<file path="config.mk">
export PLATFORM = sky130hd
export DESIGN_NAME = fb_scanout
export DESIGN_NICKNAME = d
export VERILOG_FILES = /design/src/rtl/fb_pkg.sv /design/src/rtl/fb_scanout.sv
export SDC_FILE = /design/constraint.sdc
export NUM_CORES = 1
export LEC_CHECK = 0
export ABC_CLOCK_PERIOD_IN_PS = 2800
export BUFFER_PORTS_ARGS = -buffer_cell sky130_fd_sc_hd__buf_2
export CAP_MARGIN = 25
export CORE_MARGIN = 2
export CORE_UTILIZATION = 34
export CTS_BUF_LIST = sky130_fd_sc_hd__clkbuf_8
export CTS_CLUSTER_SIZE = 30
export DETAILED_ROUTE_END_ITERATION = 6
export GPL_TIMING_DRIVEN = 0
export SYNTH_ARGS = -nofsm -noshare
export SYNTH_HDL_FRONTEND = slang
export SYNTH_SLANG_ARGS = --single-unit
</file>
<file path="constraint.sdc">
create_clock -name clk_pix -period 2.8 [get_ports clk_pix]
set_input_delay 0.56 -clock clk_pix [delete_from_list [all_inputs] [get_ports clk_pix]]
set_output_delay 0.56 -clock clk_pix [all_outputs]
set_load 0.01 [all_outputs]
</file>
<file path="src/rtl/fb_pkg.sv">
// shared constants and types for the mono framebuffer display
// raster timing, framebuffer geometry, colours, clear FSM states

package fb_pkg;

    // screen coordinates, signed
    localparam int cordw = 16;
    typedef logic signed [cordw-1:0] coord_t;

    // 640x480 horizontal timing in pixels
    localparam int h_active = 640;
    localparam int h_front  = 16;
    localparam int h_sync   = 96;   // active low
    localparam int h_back   = 48;
    localparam int h_total  = h_active + h_front + h_sync + h_back;  // 800

    // vertical timing in lines
    localparam int v_active = 480;
    localparam int v_front  = 10;
    localparam int v_sync   = 2;    // active low
    localparam int v_back   = 33;
    localparam int v_total  = v_active + v_front + v_sync + v_back;  // 525

    // framebuffer geometry, one bit per pixel
    localparam int fb_width  = 160;
    localparam int fb_height = 120;
    localparam int fb_pixels = fb_width * fb_height;  // 19200
    localparam int fb_addrw  = 15;
    typedef logic [fb_addrw-1:0] fb_addr_t;
    typedef logic [7:0] fb_x_t;  // host x, 0..159 valid
    typedef logic [6:0] fb_y_t;  // host y, 0..119 valid

    // colour, 4 bits per channel, red in top nibble
    localparam int chanw = 4;
    typedef logic [chanw-1:0] chan_t;
    localparam logic [3*chanw-1:0] colr_fg  = 12'hFFF;  // bit set
    localparam logic [3*chanw-1:0] colr_off = 12'h000;  // bit clear
    localparam logic [3*chanw-1:0] colr_bg  = 12'h137;  // outside framebuffer

    // read lead: address register + memory
    localparam int read_lat = 2;

    typedef enum logic {
        clr_idle,
        clr_run
    } clear_state_t;

endpackage
</file>
<file path="src/rtl/fb_scanout.sv">
// scanout: framebuffer read address ahead of the beam
// colour select, blanking, registered display outputs

`timescale 1ns/1ps

module fb_scanout (
    input  logic             clk_pix,
    input  logic             rst_n,
    input  fb_pkg::coord_t   sx,
    input  fb_pkg::coord_t   sy,
    input  logic             hsync_in,
    input  logic             vsync_in,
    input  logic             de_in,
    input  logic             frame,
    output fb_pkg::fb_addr_t rd_addr,
    input  logic             rd_data,   // bit for the pixel at sx,sy
    output logic             hsync,
    output logic             vsync,
    output logic             de,
    output fb_pkg::chan_t    r,
    output fb_pkg::chan_t    g,
    output fb_pkg::chan_t    b
);

    logic lead_same;   // lead position still on this line
    logic lead_next;   // lead has wrapped onto the next line
    logic paint_area;
    logic [3*fb_pkg::chanw-1:0] colr;

    // beam position plus read_lat, wrapped, inside the framebuffer
    always_comb begin
        lead_same = (sy < fb_pkg::fb_height) &&
                    (sx < fb_pkg::fb_width - fb_pkg::read_lat);
        lead_next = (sx >= fb_pkg::h_total - fb_pkg::read_lat) &&
                    (sy == fb_pkg::v_total - 1 || sy < fb_pkg::fb_height - 1);
    end

    // rd_addr holds the address of the pixel one ahead of the beam
    always_ff @(posedge clk_pix or negedge rst_n) begin
        if (!rst_n) begin
            rd_addr <= fb_pkg::fb_addr_t'(fb_pkg::read_lat - 1);  // beam sits at 0,0
        end else if (frame) begin
            // resync, lead is read_lat into the buffer at 0,0
            rd_addr <= fb_pkg::fb_addr_t'(fb_pkg::read_lat);
        end else if (lead_same || lead_next) begin
            if (rd_addr == fb_pkg::fb_addr_t'(fb_pkg::fb_pixels - 1)) begin
                rd_addr <= '0;  // last pixel, wrap for next frame
            end else begin
                rd_addr <= rd_addr + 1'b1;
            end
        end
    end

    // pick colour for this pixel
    always_comb begin
        paint_area = (sx < fb_pkg::fb_width) && (sy < fb_pkg::fb_height);
        if (!de_in) begin
            colr = '0;  // blanking is black
        end else if (paint_area) begin
            colr = rd_data ? fb_pkg::colr_fg : fb_pkg::colr_off;
        end else begin
            colr = fb_pkg::colr_bg;
        end
    end

    // output stage, syncs and colour move together
    always_ff @(posedge clk_pix or negedge rst_n) begin
        if (!rst_n) begin
            hsync <= 1'b1;  // inactive
            vsync <= 1'b1;
            de    <= 1'b0;
            r     <= '0;
            g     <= '0;
            b     <= '0;
        end else begin
            hsync <= hsync_in;
            vsync <= vsync_in;
            de    <= de_in;
            {r, g, b} <= colr;
        end
    end

endmodule

</file>
==> results.sh, run 1 <==
export IMPL_status="complete, no violations"
export IMPL_grt_max_degree=21
export IMPL_postSynthRegisterBits=20
export IMPL_cp_arrival_ns=2.55
export IMPL_power_density_nw_per_um2=370.1
export IMPL_slew_viol_final=0
export IMPL_fin_crit_sh_pct=84.25
export IMPL_die_y_microns=65.39
export IMPL_crit_path_end_kind="register"
export IMPL_critPathKind="in -> reg"
export IMPL_clkPwrFrac_pct=35.0
export IMPL_synthFlopType="dfrtp_1"
export IMPL_drv_cap=0
export IMPL_swShare_pct=25.55
export IMPL_ctsResizeCount=0
export IMPL_pwr_share_seq_pct=47.6
export IMPL_place_hpwl_microns=2491
export IMPL_final_cell_mix="buf_2 (66), a21oi_1 (18), dfrtp_1 (17), nor2_1 (10), buf_4 (10)"
export IMPL_fin_util_pct=47.52
export IMPL_slew_headroom_pct=68.65
export IMPL_cp_required_ns=2.99
export IMPL_overflow=0
export IMPL_antenna_found_initial=0
export IMPL_post_cts_buffers=0
export IMPL_rsz0062_at_grt="no"
export IMPL_pwr_share_comb_pct=17.5
export IMPL_synth_nets=185
export IMPL_ant_nets=0
export IMPL_p_switching_uw=163.3
export IMPL_start_kind="input port"
export IMPL_wl_per_cell_microns=12.32
export IMPL_vias_per_cell=5.148
export IMPL_syn_area_sq_um=1281
export IMPL_drc=0
export IMPL_io_pins=69
export IMPL_finalSetupViolations=0
export IMPL_path_max_fanout=10
export IMPL_final_common_cell="buf_2"
export IMPL_die_w_microns=65.39
export IMPL_tns_ns=0
export IMPL_grt_use_total_pct=15.69
export IMPL_first_iter_violations=62
export IMPL_hold_viol_final=0
export IMPL_synthCells=145
export IMPL_clk_pin_slew_ns=0.08
export IMPL_first_global_vias=1214
export IMPL_gp_congestion=0.7525
export IMPL_dpl_cell_area_sq_um=1672
export IMPL_fin_skew_ns=0.004055
export IMPL_design_area_sq_um=1727
export IMPL_cts_hold_buf=0
export IMPL_grt_pass1_wl_microns=5244
export IMPL_cts_tree="done"
export IMPL_async_reset_ff_share_pct=100.0
export IMPL_leakage_uw=0.0008004
export IMPL_postSynthAreaPerCell_sq_um=8.836
export IMPL_root_buffer="clkbuf_8"
export IMPL_yosys_warnings=0
export IMPL_die_area_sq_um=4275
export IMPL_whs_ns=0.2376
export IMPL_clock_path_buffers=2
export IMPL_p_int_uw=475.8
export IMPL_num_vias=1354
export IMPL_clock_latency_ns=0.26
export IMPL_floorplan_initialDensity_pct=35.26
export IMPL_fp_row_count=22
export IMPL_tightest_slew_ns=0.4702
export IMPL_h_tree_depth=1
export IMPL_dr_pass1_iters=4
export IMPL_port_buffers=66
export IMPL_synth_edf_count=0
export IMPL_seq_area_frac_synth_pct=39.36
export IMPL_yosysUniqueCellTypes=40
export IMPL_clock_fmax_ghz=0.4239
export IMPL_peakVddDrop_mv=0.1423
export IMPL_layout_nets=256
export IMPL_cts_made_buffers=3
export IMPL_routed_wl_microns=3240
export IMPL_hp_class="in -> async"
export IMPL_area_growth_synth_to_final_pct=34.77
export IMPL_cts_num_sinks=20
export IMPL_coreArea_sq_um=3633
export IMPL_fin_crit_ns=2.359
export IMPL_num_antenna_cells=0
export IMPL_drive_above_1_share_pct=41.40
-- cell usage after synthesis (3+ instances only) --
cell type / instances / share of area [%]
a21oi_1: 18 / 7.0
dfrtp_1: 17 / 33
buf_4: 10 / 5.9
nor2_1: 10 / 2.9
o21ai_0: 9 / 3.5
or4_1: 9 / 5.3
nand2_1: 8 / 2.3
nand3_1: 6 / 2.3
inv_1: 5 / 1.5
clkbuf_1: 4 / 1.2
nand4_1: 4 / 2.0
nor3_1: 4 / 1.6
o31ai_1: 4 / 2.3
or3_1: 4 / 2.0
dfstp_2: 3 / 6.2
-- power by group through the flow --
stage	clock, uW	sequential [uW]	combinational (uW)
floorplan	0	312	51.1
global placement	0	310	113
detailed placement	0	310	113
CTS	228	304	113
global route	235	305	126
finish	223	304	112
-- final cells by class --
type / instances / area (sq um)
multi-input cells: 105 / 656.9
inverters: 5 / 18.77
flip-flops and latches: 20 / 504.2
clock buffers: 4 / 55.05
fillers: 395 / 1907
repair buffers: 66 / 330.3
well taps: 48 / 60.06
plain buffers: 15 / 101.3
-- cells by family (layout without fill, tap and decap cells) --
group / count (synthesis) / count (layout) / share of synthesized area [%]
flip-flops: 20 / 20 / 39.36
AO/OA/AOI/OAI: 43 / 43 / 21.58
AND/OR/NAND/NOR: 61 / 61 / 28.71
buffers and inverters: 20 / 90 / 9.375
adder cells (fa/ha/maj): 1 / 1 / 0.9764
-- through the flow --
stage               power [uW]  worst slack [ns]  instances
global placement         423.0           0.09886        259
floorplan                363.5            0.4810        145
CTS                      645.9            0.4161        263
detailed placement       422.9            0.1344        259
finish                   639.1            0.4411        263
global route             666.4            0.1317        263
-- flip-flops by register name (all words and copies together) (netlist names) --
name,flops
b,1
de,1
g,1
hsync,1
rd_addr,15
vsync,1
-- final timing paths --
kind                       depth (start not counted)  slack, ns  startpoint     endpoint
setup reg to reg                                   6       0.78  rd_addr[0]  rd_addr[13]
hold reg to reg                                    2       0.50  rd_addr[0]   rd_addr[0]
setup / recovery                                   8       0.44      sx[15]   rd_addr[7]
max in group asynchronous                          1       2.22       rst_n        vsync
min in group clk_pix                               1       0.39    hsync_in        hsync
hold / removal                                     1       0.24       rst_n   rd_addr[3]
-- metal layers --
metal	up-vias	wire length [microns]	GRT usage, %
met5	-	0	0
met4	0	51	7.031
met3	4	186	1.884
met2	52	1609	27.30
met1	619	1392	19.35
li1	679	-	-
-- critical path, cell delays in order --
cell       delay (ns)
buf_2            0.12
or4_1            0.54
nor3_1           0.17
a21oi_1          0.11
a2bb2oi_2        0.39
clkbuf_1         0.37
o21ai_0          0.15
a21oi_1          0.14
Note: power is estimated with default switching activity, not from simulation.
==> run 2: changes to the inputs <==
--- a/config.mk
+++ b/config.mk
@@ -5,7 +5,7 @@
 export SDC_FILE = /design/constraint.sdc
 export NUM_CORES = 1
 export LEC_CHECK = 0
-export ABC_CLOCK_PERIOD_IN_PS = 2800
+export ABC_CLOCK_PERIOD_IN_PS = 2000
 export BUFFER_PORTS_ARGS = -buffer_cell sky130_fd_sc_hd__buf_2
 export CAP_MARGIN = 25
 export CORE_MARGIN = 2
@@ -14,6 +14,7 @@
 export CTS_CLUSTER_SIZE = 30
 export DETAILED_ROUTE_END_ITERATION = 6
 export GPL_TIMING_DRIVEN = 0
+export PLACE_DENSITY = 0.66
 export SYNTH_ARGS = -nofsm -noshare
 export SYNTH_HDL_FRONTEND = slang
 export SYNTH_SLANG_ARGS = --single-unit
==> constraint.sdc (replaced) <==
create_clock -name clk_pix -period 2 [get_ports clk_pix]
set_input_delay 0.4 -clock clk_pix [delete_from_list [all_inputs] [get_ports clk_pix]]
set_output_delay 0.4 -clock clk_pix [all_outputs]
set_load 0.01 [all_outputs]
==> run 2 against run 1 <==
  * The run now ends with setup timing left
  * Register-to-register slack lost 0.76 ns
  * Critical endpoint is now rd_addr[12]
  * First-iteration DRC count increased by 6.5%
  * Wire length rose by 15%
  * Largest cell class unchanged
  * Critical path depth down 1
==> results.sh, run 2 (synthesis results as in run 1) <==
export IMPL_grt_use_total_pct=18.37
export IMPL_largest_register_ffs=15
export IMPL_leakage_uw=0.0008678
export IMPL_dr_pass1_iters=4
export IMPL_cts_made_buffers=3
export IMPL_fin_cells=269
export IMPL_cp_required_ns=2.19
export IMPL_slew_viol_final=0
export IMPL_drv_cap=0
export IMPL_tns_ns=-1.374
export IMPL_path_max_fanout=6
export IMPL_gp_congestion=0.8020
export IMPL_h_tree_depth=1
export IMPL_grt_max_degree=21
export IMPL_antenna_found_initial=0
export IMPL_fillerInstances=363
export IMPL_io_pins=69
export IMPL_num_antenna_cells=0
export IMPL_status="finished, violations left"
export IMPL_crit_path_end_kind="register"
export IMPL_peakVddDrop_mv=0.3289
export IMPL_port_buffers=66
export IMPL_fp_row_count=22
export IMPL_clock_fmax_ghz=0.4588
export IMPL_num_vias=1462
export IMPL_hold_viol_final=0
export IMPL_floorplan_initialDensity_pct=35.26
export IMPL_die_y_microns=65.39
export IMPL_drive_above_1_share_pct=49.77
export IMPL_die_w_microns=65.39
export IMPL_first_iter_violations=66
export IMPL_cts_num_sinks=20
export IMPL_cts_hold_buf=0
export IMPL_ff2ff_setup_slack_ns=0.02
export IMPL_drc=0
export IMPL_hp_class="in -> async"
export IMPL_dp_cells=259
export IMPL_die_area_sq_um=4275
export IMPL_critPathKind="in -> reg"
export IMPL_root_buffer="clkbuf_8"
export IMPL_top_register="rd_addr"
export IMPL_wl_per_cell_microns=13.88
export IMPL_finalSetupViolations=13
export IMPL_cp_endpoint="rd_addr[12]"
export IMPL_start_kind="input port"
export IMPL_tightest_slew_ns=0.6401
export IMPL_final_seq_area_sq_um=504.2
export IMPL_fin_crit_ns=2.179
export IMPL_final_common_cell="buf_2"
export IMPL_clk_pin_slew_ns=0.07
export IMPL_grt_pass1_wl_microns=6161
export IMPL_reg2regPathDepth=6
export IMPL_coreArea_sq_um=3633
export IMPL_reg2reg_to="rd_addr[13]"
export IMPL_clock_path_buffers=2
export IMPL_rsz0062_at_grt="yes"
export IMPL_r2r_start="rd_addr[0]"
export IMPL_fin_crit_sh_pct=109.0
export IMPL_clock_latency_ns=0.26
export IMPL_fin_skew_ns=0.005702
export IMPL_area_growth_synth_to_final_pct=47.17
export IMPL_final_cell_mix="buf_2 (66), dfrtp_1 (17), a21oi_1 (13), buf_4 (13), nor2_1 (9)"
export IMPL_layout_nets=262
export IMPL_routed_wl_microns=3733
export IMPL_vias_per_cell=5.435
export IMPL_fin_util_pct=51.89
export IMPL_overflow=0
export IMPL_cts_tree="done"
export IMPL_multi_input_area_sq_um=768.2
export IMPL_crit_start="sy[13]"
export IMPL_ant_nets=0
export IMPL_first_global_vias=1304
export IMPL_power_density_nw_per_um2=477.1
export IMPL_place_hpwl_microns=2628
export IMPL_setup_slack_ns=-0.1794
export IMPL_cp_arrival_ns=2.37
export IMPL_slew_headroom_pct=57.33
export IMPL_failed_checks="setup timing"
-- run 2: changes by cell type in the layout (fill, tap and decap cells not counted), moves of 2 or more --
cell,previous run,this run
a21oi_1,18,13
a21oi_2,0,5
buf_4,10,13
a2bb2oi_4,0,2
o41ai_1,2,0
o41ai_2,0,2
or4_1,9,7
or4_4,1,3
-- run 2: layer usage --
layer  global-route usage (%)  part of all wire (%)
met1                    25.27                    46
met2                    29.72                    47
met3                    3.596                   6.2
met4                    4.427                   1.1
met5                        0                     0
-- run 2: what timing repair did --
| item | CTS | global route |
|---|---|---|
| buffers inserted | 2 | 1 |
| cloned | 3 | 0 |
| endpoints found under the setup margin | 15 | 15 |
| gates resized for setup | 9 | 15 |
| pin swaps | 7 | 5 |
-- run 2: power breakdown --
group          internal [uW]  switching, uW  leakage [uW]
Sequential               417           9.93      0.000259
Clock                    137            130     0.0000269
Combinational            102            104      0.000582
Total                    656            244      0.000868
-- run 2: how the worst min path moves through the flow --
stage	from	end	slack, ns	cells past startpoint
after floorplan	rst_n	b[2]	0.10	0
after global placement	rst_n	rd_addr[14]	0.37	1
after detailed placement	rst_n	rd_addr[8]	0.38	1
after CTS	rst_n	rd_addr[10]	0.09	1
after global routing	rst_n	rd_addr[10]	0.11	1
final	rst_n	rd_addr[10]	0.08	1
-- run 2: cell type report --
cell class / instances / area share [%]
plain buffers: 15 / 5.906
flip-flops and latches: 20 / 26.74
repair buffers: 71 / 20.04
inverters: 5 / 0.9954
clock inverters: 1 / 0.1991
clock buffers: 3 / 2.190
well taps: 48 / 3.185
multi-input cells: 106 / 40.74
-- run 2: stage by stage --
step           setup WS, ns  hold WS (ns)  power (uW)  instance area (sq um)
6_report            -0.1794       0.07979       899.6                   1886
5_1_grt             -0.2497        0.1054       946.5                   1886
4_1_cts             -0.1610       0.09457       898.7                   1815
3_5_place_dp        -0.4831        0.3842       594.5                   1672
3_3_place_gp        -0.4759        0.3742       592.6                   1672
2_1_floorplan       -0.1590        0.1044       508.9                   1281
-- run 2: worst max-delay path: stages --
cell	delay, ns
buf_6	0.09
or4_4	0.54
nor4_4	0.24
a31oi_4	0.19
a2bb2oi_4	0.23
or4_4	0.53
a21oi_2	0.14
==> run 3: changes to the inputs <==
--- a/config.mk
+++ b/config.mk
@@ -13,7 +13,6 @@
 export CTS_BUF_LIST = sky130_fd_sc_hd__clkbuf_8
 export CTS_CLUSTER_SIZE = 30
 export DETAILED_ROUTE_END_ITERATION = 6
-export GPL_TIMING_DRIVEN = 0
 export PLACE_DENSITY = 0.66
 export SYNTH_ARGS = -nofsm -noshare
 export SYNTH_HDL_FRONTEND = slang
==> run 3 against run 2 <==
  * Combinational power decreased by 17%
  * Count of clock-buffer cells in the layout unchanged
  * Power rose by 11%
  * Fmax is 1.0% lower
  * Non-clock buffer count decreased by 5
  * Highest routed layer unchanged
  * The flow still finishes with violations (setup timing)
  * Flip-flop and latch count stayed put
  * Final cell count down 2.2%
  * Design area decreased by 3.8%
  * Largest cell class unchanged
  * Global-route usage shrank 2.4 points
  * Hold slack got worse by 0.0092 ns
  * First-iteration DRC count fell by 56%
  * Utilization is 2.0 points lower
==> results.sh, run 3 (synthesis results as in run 1) <==
export IMPL_status="finished, violations left"
export IMPL_failed_checks="setup timing"
export IMPL_h_tree_depth=1
export IMPL_path_max_fanout=13
export IMPL_fp_row_count=22
export IMPL_gp_congestion=0.7736
export IMPL_fin_cells=263
export IMPL_fin_crit_ns=2.202
export IMPL_cp_required_ns=2.18
export IMPL_coreArea_sq_um=3633
export IMPL_overflow=0
export IMPL_grt_max_degree=21
export IMPL_final_cell_mix="buf_2 (66), dfrtp_1 (17), a21oi_1 (14), buf_4 (13), nor2_1 (10)"
export IMPL_clock_path_buffers=2
export IMPL_power_density_nw_per_um2=549.5
export IMPL_dr_pass1_iters=4
export IMPL_reg2reg_to="rd_addr[8]"
export IMPL_clk_pin_slew_ns=0.07
export IMPL_num_antenna_cells=0
export IMPL_wl_per_cell_microns=12.44
export IMPL_peakVddDrop_mv=0.3059
export IMPL_dp_cells=258
export IMPL_port_buffers=67
export IMPL_layout_nets=256
export IMPL_setup_slack_ns=-0.2023
export IMPL_leakage_uw=0.0008309
export IMPL_root_buffer="clkbuf_8"
export IMPL_fin_crit_sh_pct=110.1
export IMPL_die_y_microns=65.39
export IMPL_cts_made_buffers=3
export IMPL_rsz0062_at_grt="yes"
export IMPL_largest_register_ffs=15
export IMPL_io_pins=69
export IMPL_antenna_found_initial=0
export IMPL_area_growth_synth_to_final_pct=41.60
export IMPL_clock_fmax_ghz=0.4541
export IMPL_tns_ns=-1.713
export IMPL_first_global_vias=1284
export IMPL_critPathKind="in -> reg"
export IMPL_fin_skew_ns=0.001798
export IMPL_drc=0
export IMPL_cts_num_sinks=20
export IMPL_design_area_sq_um=1814
export IMPL_die_w_microns=65.39
export IMPL_cp_arrival_ns=2.39
export IMPL_slew_viol_final=0
export IMPL_grt_pass1_wl_microns=5382
export IMPL_crit_path_end_kind="register"
export IMPL_vias_per_cell=5.179
export IMPL_hold_viol_final=0
export IMPL_dpl_cell_area_sq_um=1685
export IMPL_tightest_slew_ns=0.4345
export IMPL_ff2ff_setup_slack_ns=0.12
export IMPL_drive_above_1_share_pct=46.98
export IMPL_r2r_start="rd_addr[0]"
export IMPL_floorplan_initialDensity_pct=35.26
export IMPL_finalSetupViolations=12
export IMPL_die_area_sq_um=4275
export IMPL_place_hpwl_microns=2511
export IMPL_reg2regPathDepth=6
export IMPL_cts_tree="done"
export IMPL_ant_nets=0
export IMPL_slew_headroom_pct=71.03
export IMPL_first_iter_violations=29
export IMPL_clock_latency_ns=0.26
export IMPL_grt_use_total_pct=15.99
export IMPL_start_kind="input port"
export IMPL_final_common_cell="buf_2"
export IMPL_drv_cap=0
export IMPL_hp_class="in -> async"
export IMPL_routed_wl_microns=3273
export IMPL_top_register="rd_addr"
export IMPL_num_vias=1362
## run 3: per-layer routing
layer | vias to the layer above | wire (microns) | track usage (%)
met5 | - | 0 | 0
li1 | 676 | - | -
met1 | 636 | 1397 | 19.74
met3 | 4 | 187 | 4.281
met4 | 0 | 38 | 4.688
met2 | 46 | 1649 | 27.30
## run 3: cell type report
cell class / instances / area, sq um
inverter: 5 / 18.77
fill: 386 / 1819
timing repair buffer: 81 / 459.2
sequential: 20 / 504.2
multi-input combinational: 105 / 700.7
clock inverter: 1 / 30.03
clock buffer: 3 / 41.29
tap: 48 / 60.06
## run 3: worst max-delay path, cell delays in order
cell and delay [ns]:
buf_6 0.09, or4_4 0.53, nor4_4 0.21, a31oi_2 0.18, a2bb2oi_4 0.24, buf_12 0.17
or4_1 0.40, a21oi_1 0.16
## run 3: report_power, final
group | switching (uW) | leakage, uW | internal, uW
registers | 8.62 | 0.000259 | 417
logic | 86.6 | 0.000536 | 83.8
clock network | 134 | 0.0000357 | 267
## run 3: worst max-delay path by stage
stage,end,startpoint,depth (start not counted)
6_report,rd_addr[4],sy[13],8
3_3_place_gp,rd_addr[8],sy[13],8
5_1_grt,rd_addr[8],sy[13],8
3_5_place_dp,rd_addr[4],sy[13],8
2_1_floorplan,rd_addr[12],sy[13],6
4_1_cts,rd_addr[4],sy[13],8
## run 3: what timing repair did
item | 4_1_cts | 5_1_grt
hold buffers | 0 | 0
pin swaps | 0 | 0
setup buffers | 0 | 1
gates resized for setup | 0 | 10
endpoints found under the setup margin | 13 | 14
## run 3: per-stage QoR
stage               setup slack (ns)  utilization, %  total power (uW)  hold WS, ns
detailed placement           -0.4520           46.38             595.4       0.3697
CTS                          -0.1853           48.35              1002      0.08048
floorplan                    -0.1590               -             508.9       0.1044
global placement             -0.4034           46.38             592.9       0.3688
global route                 -0.2768           49.93              1050      0.09597
finish                       -0.2023           49.93             996.8      0.07064
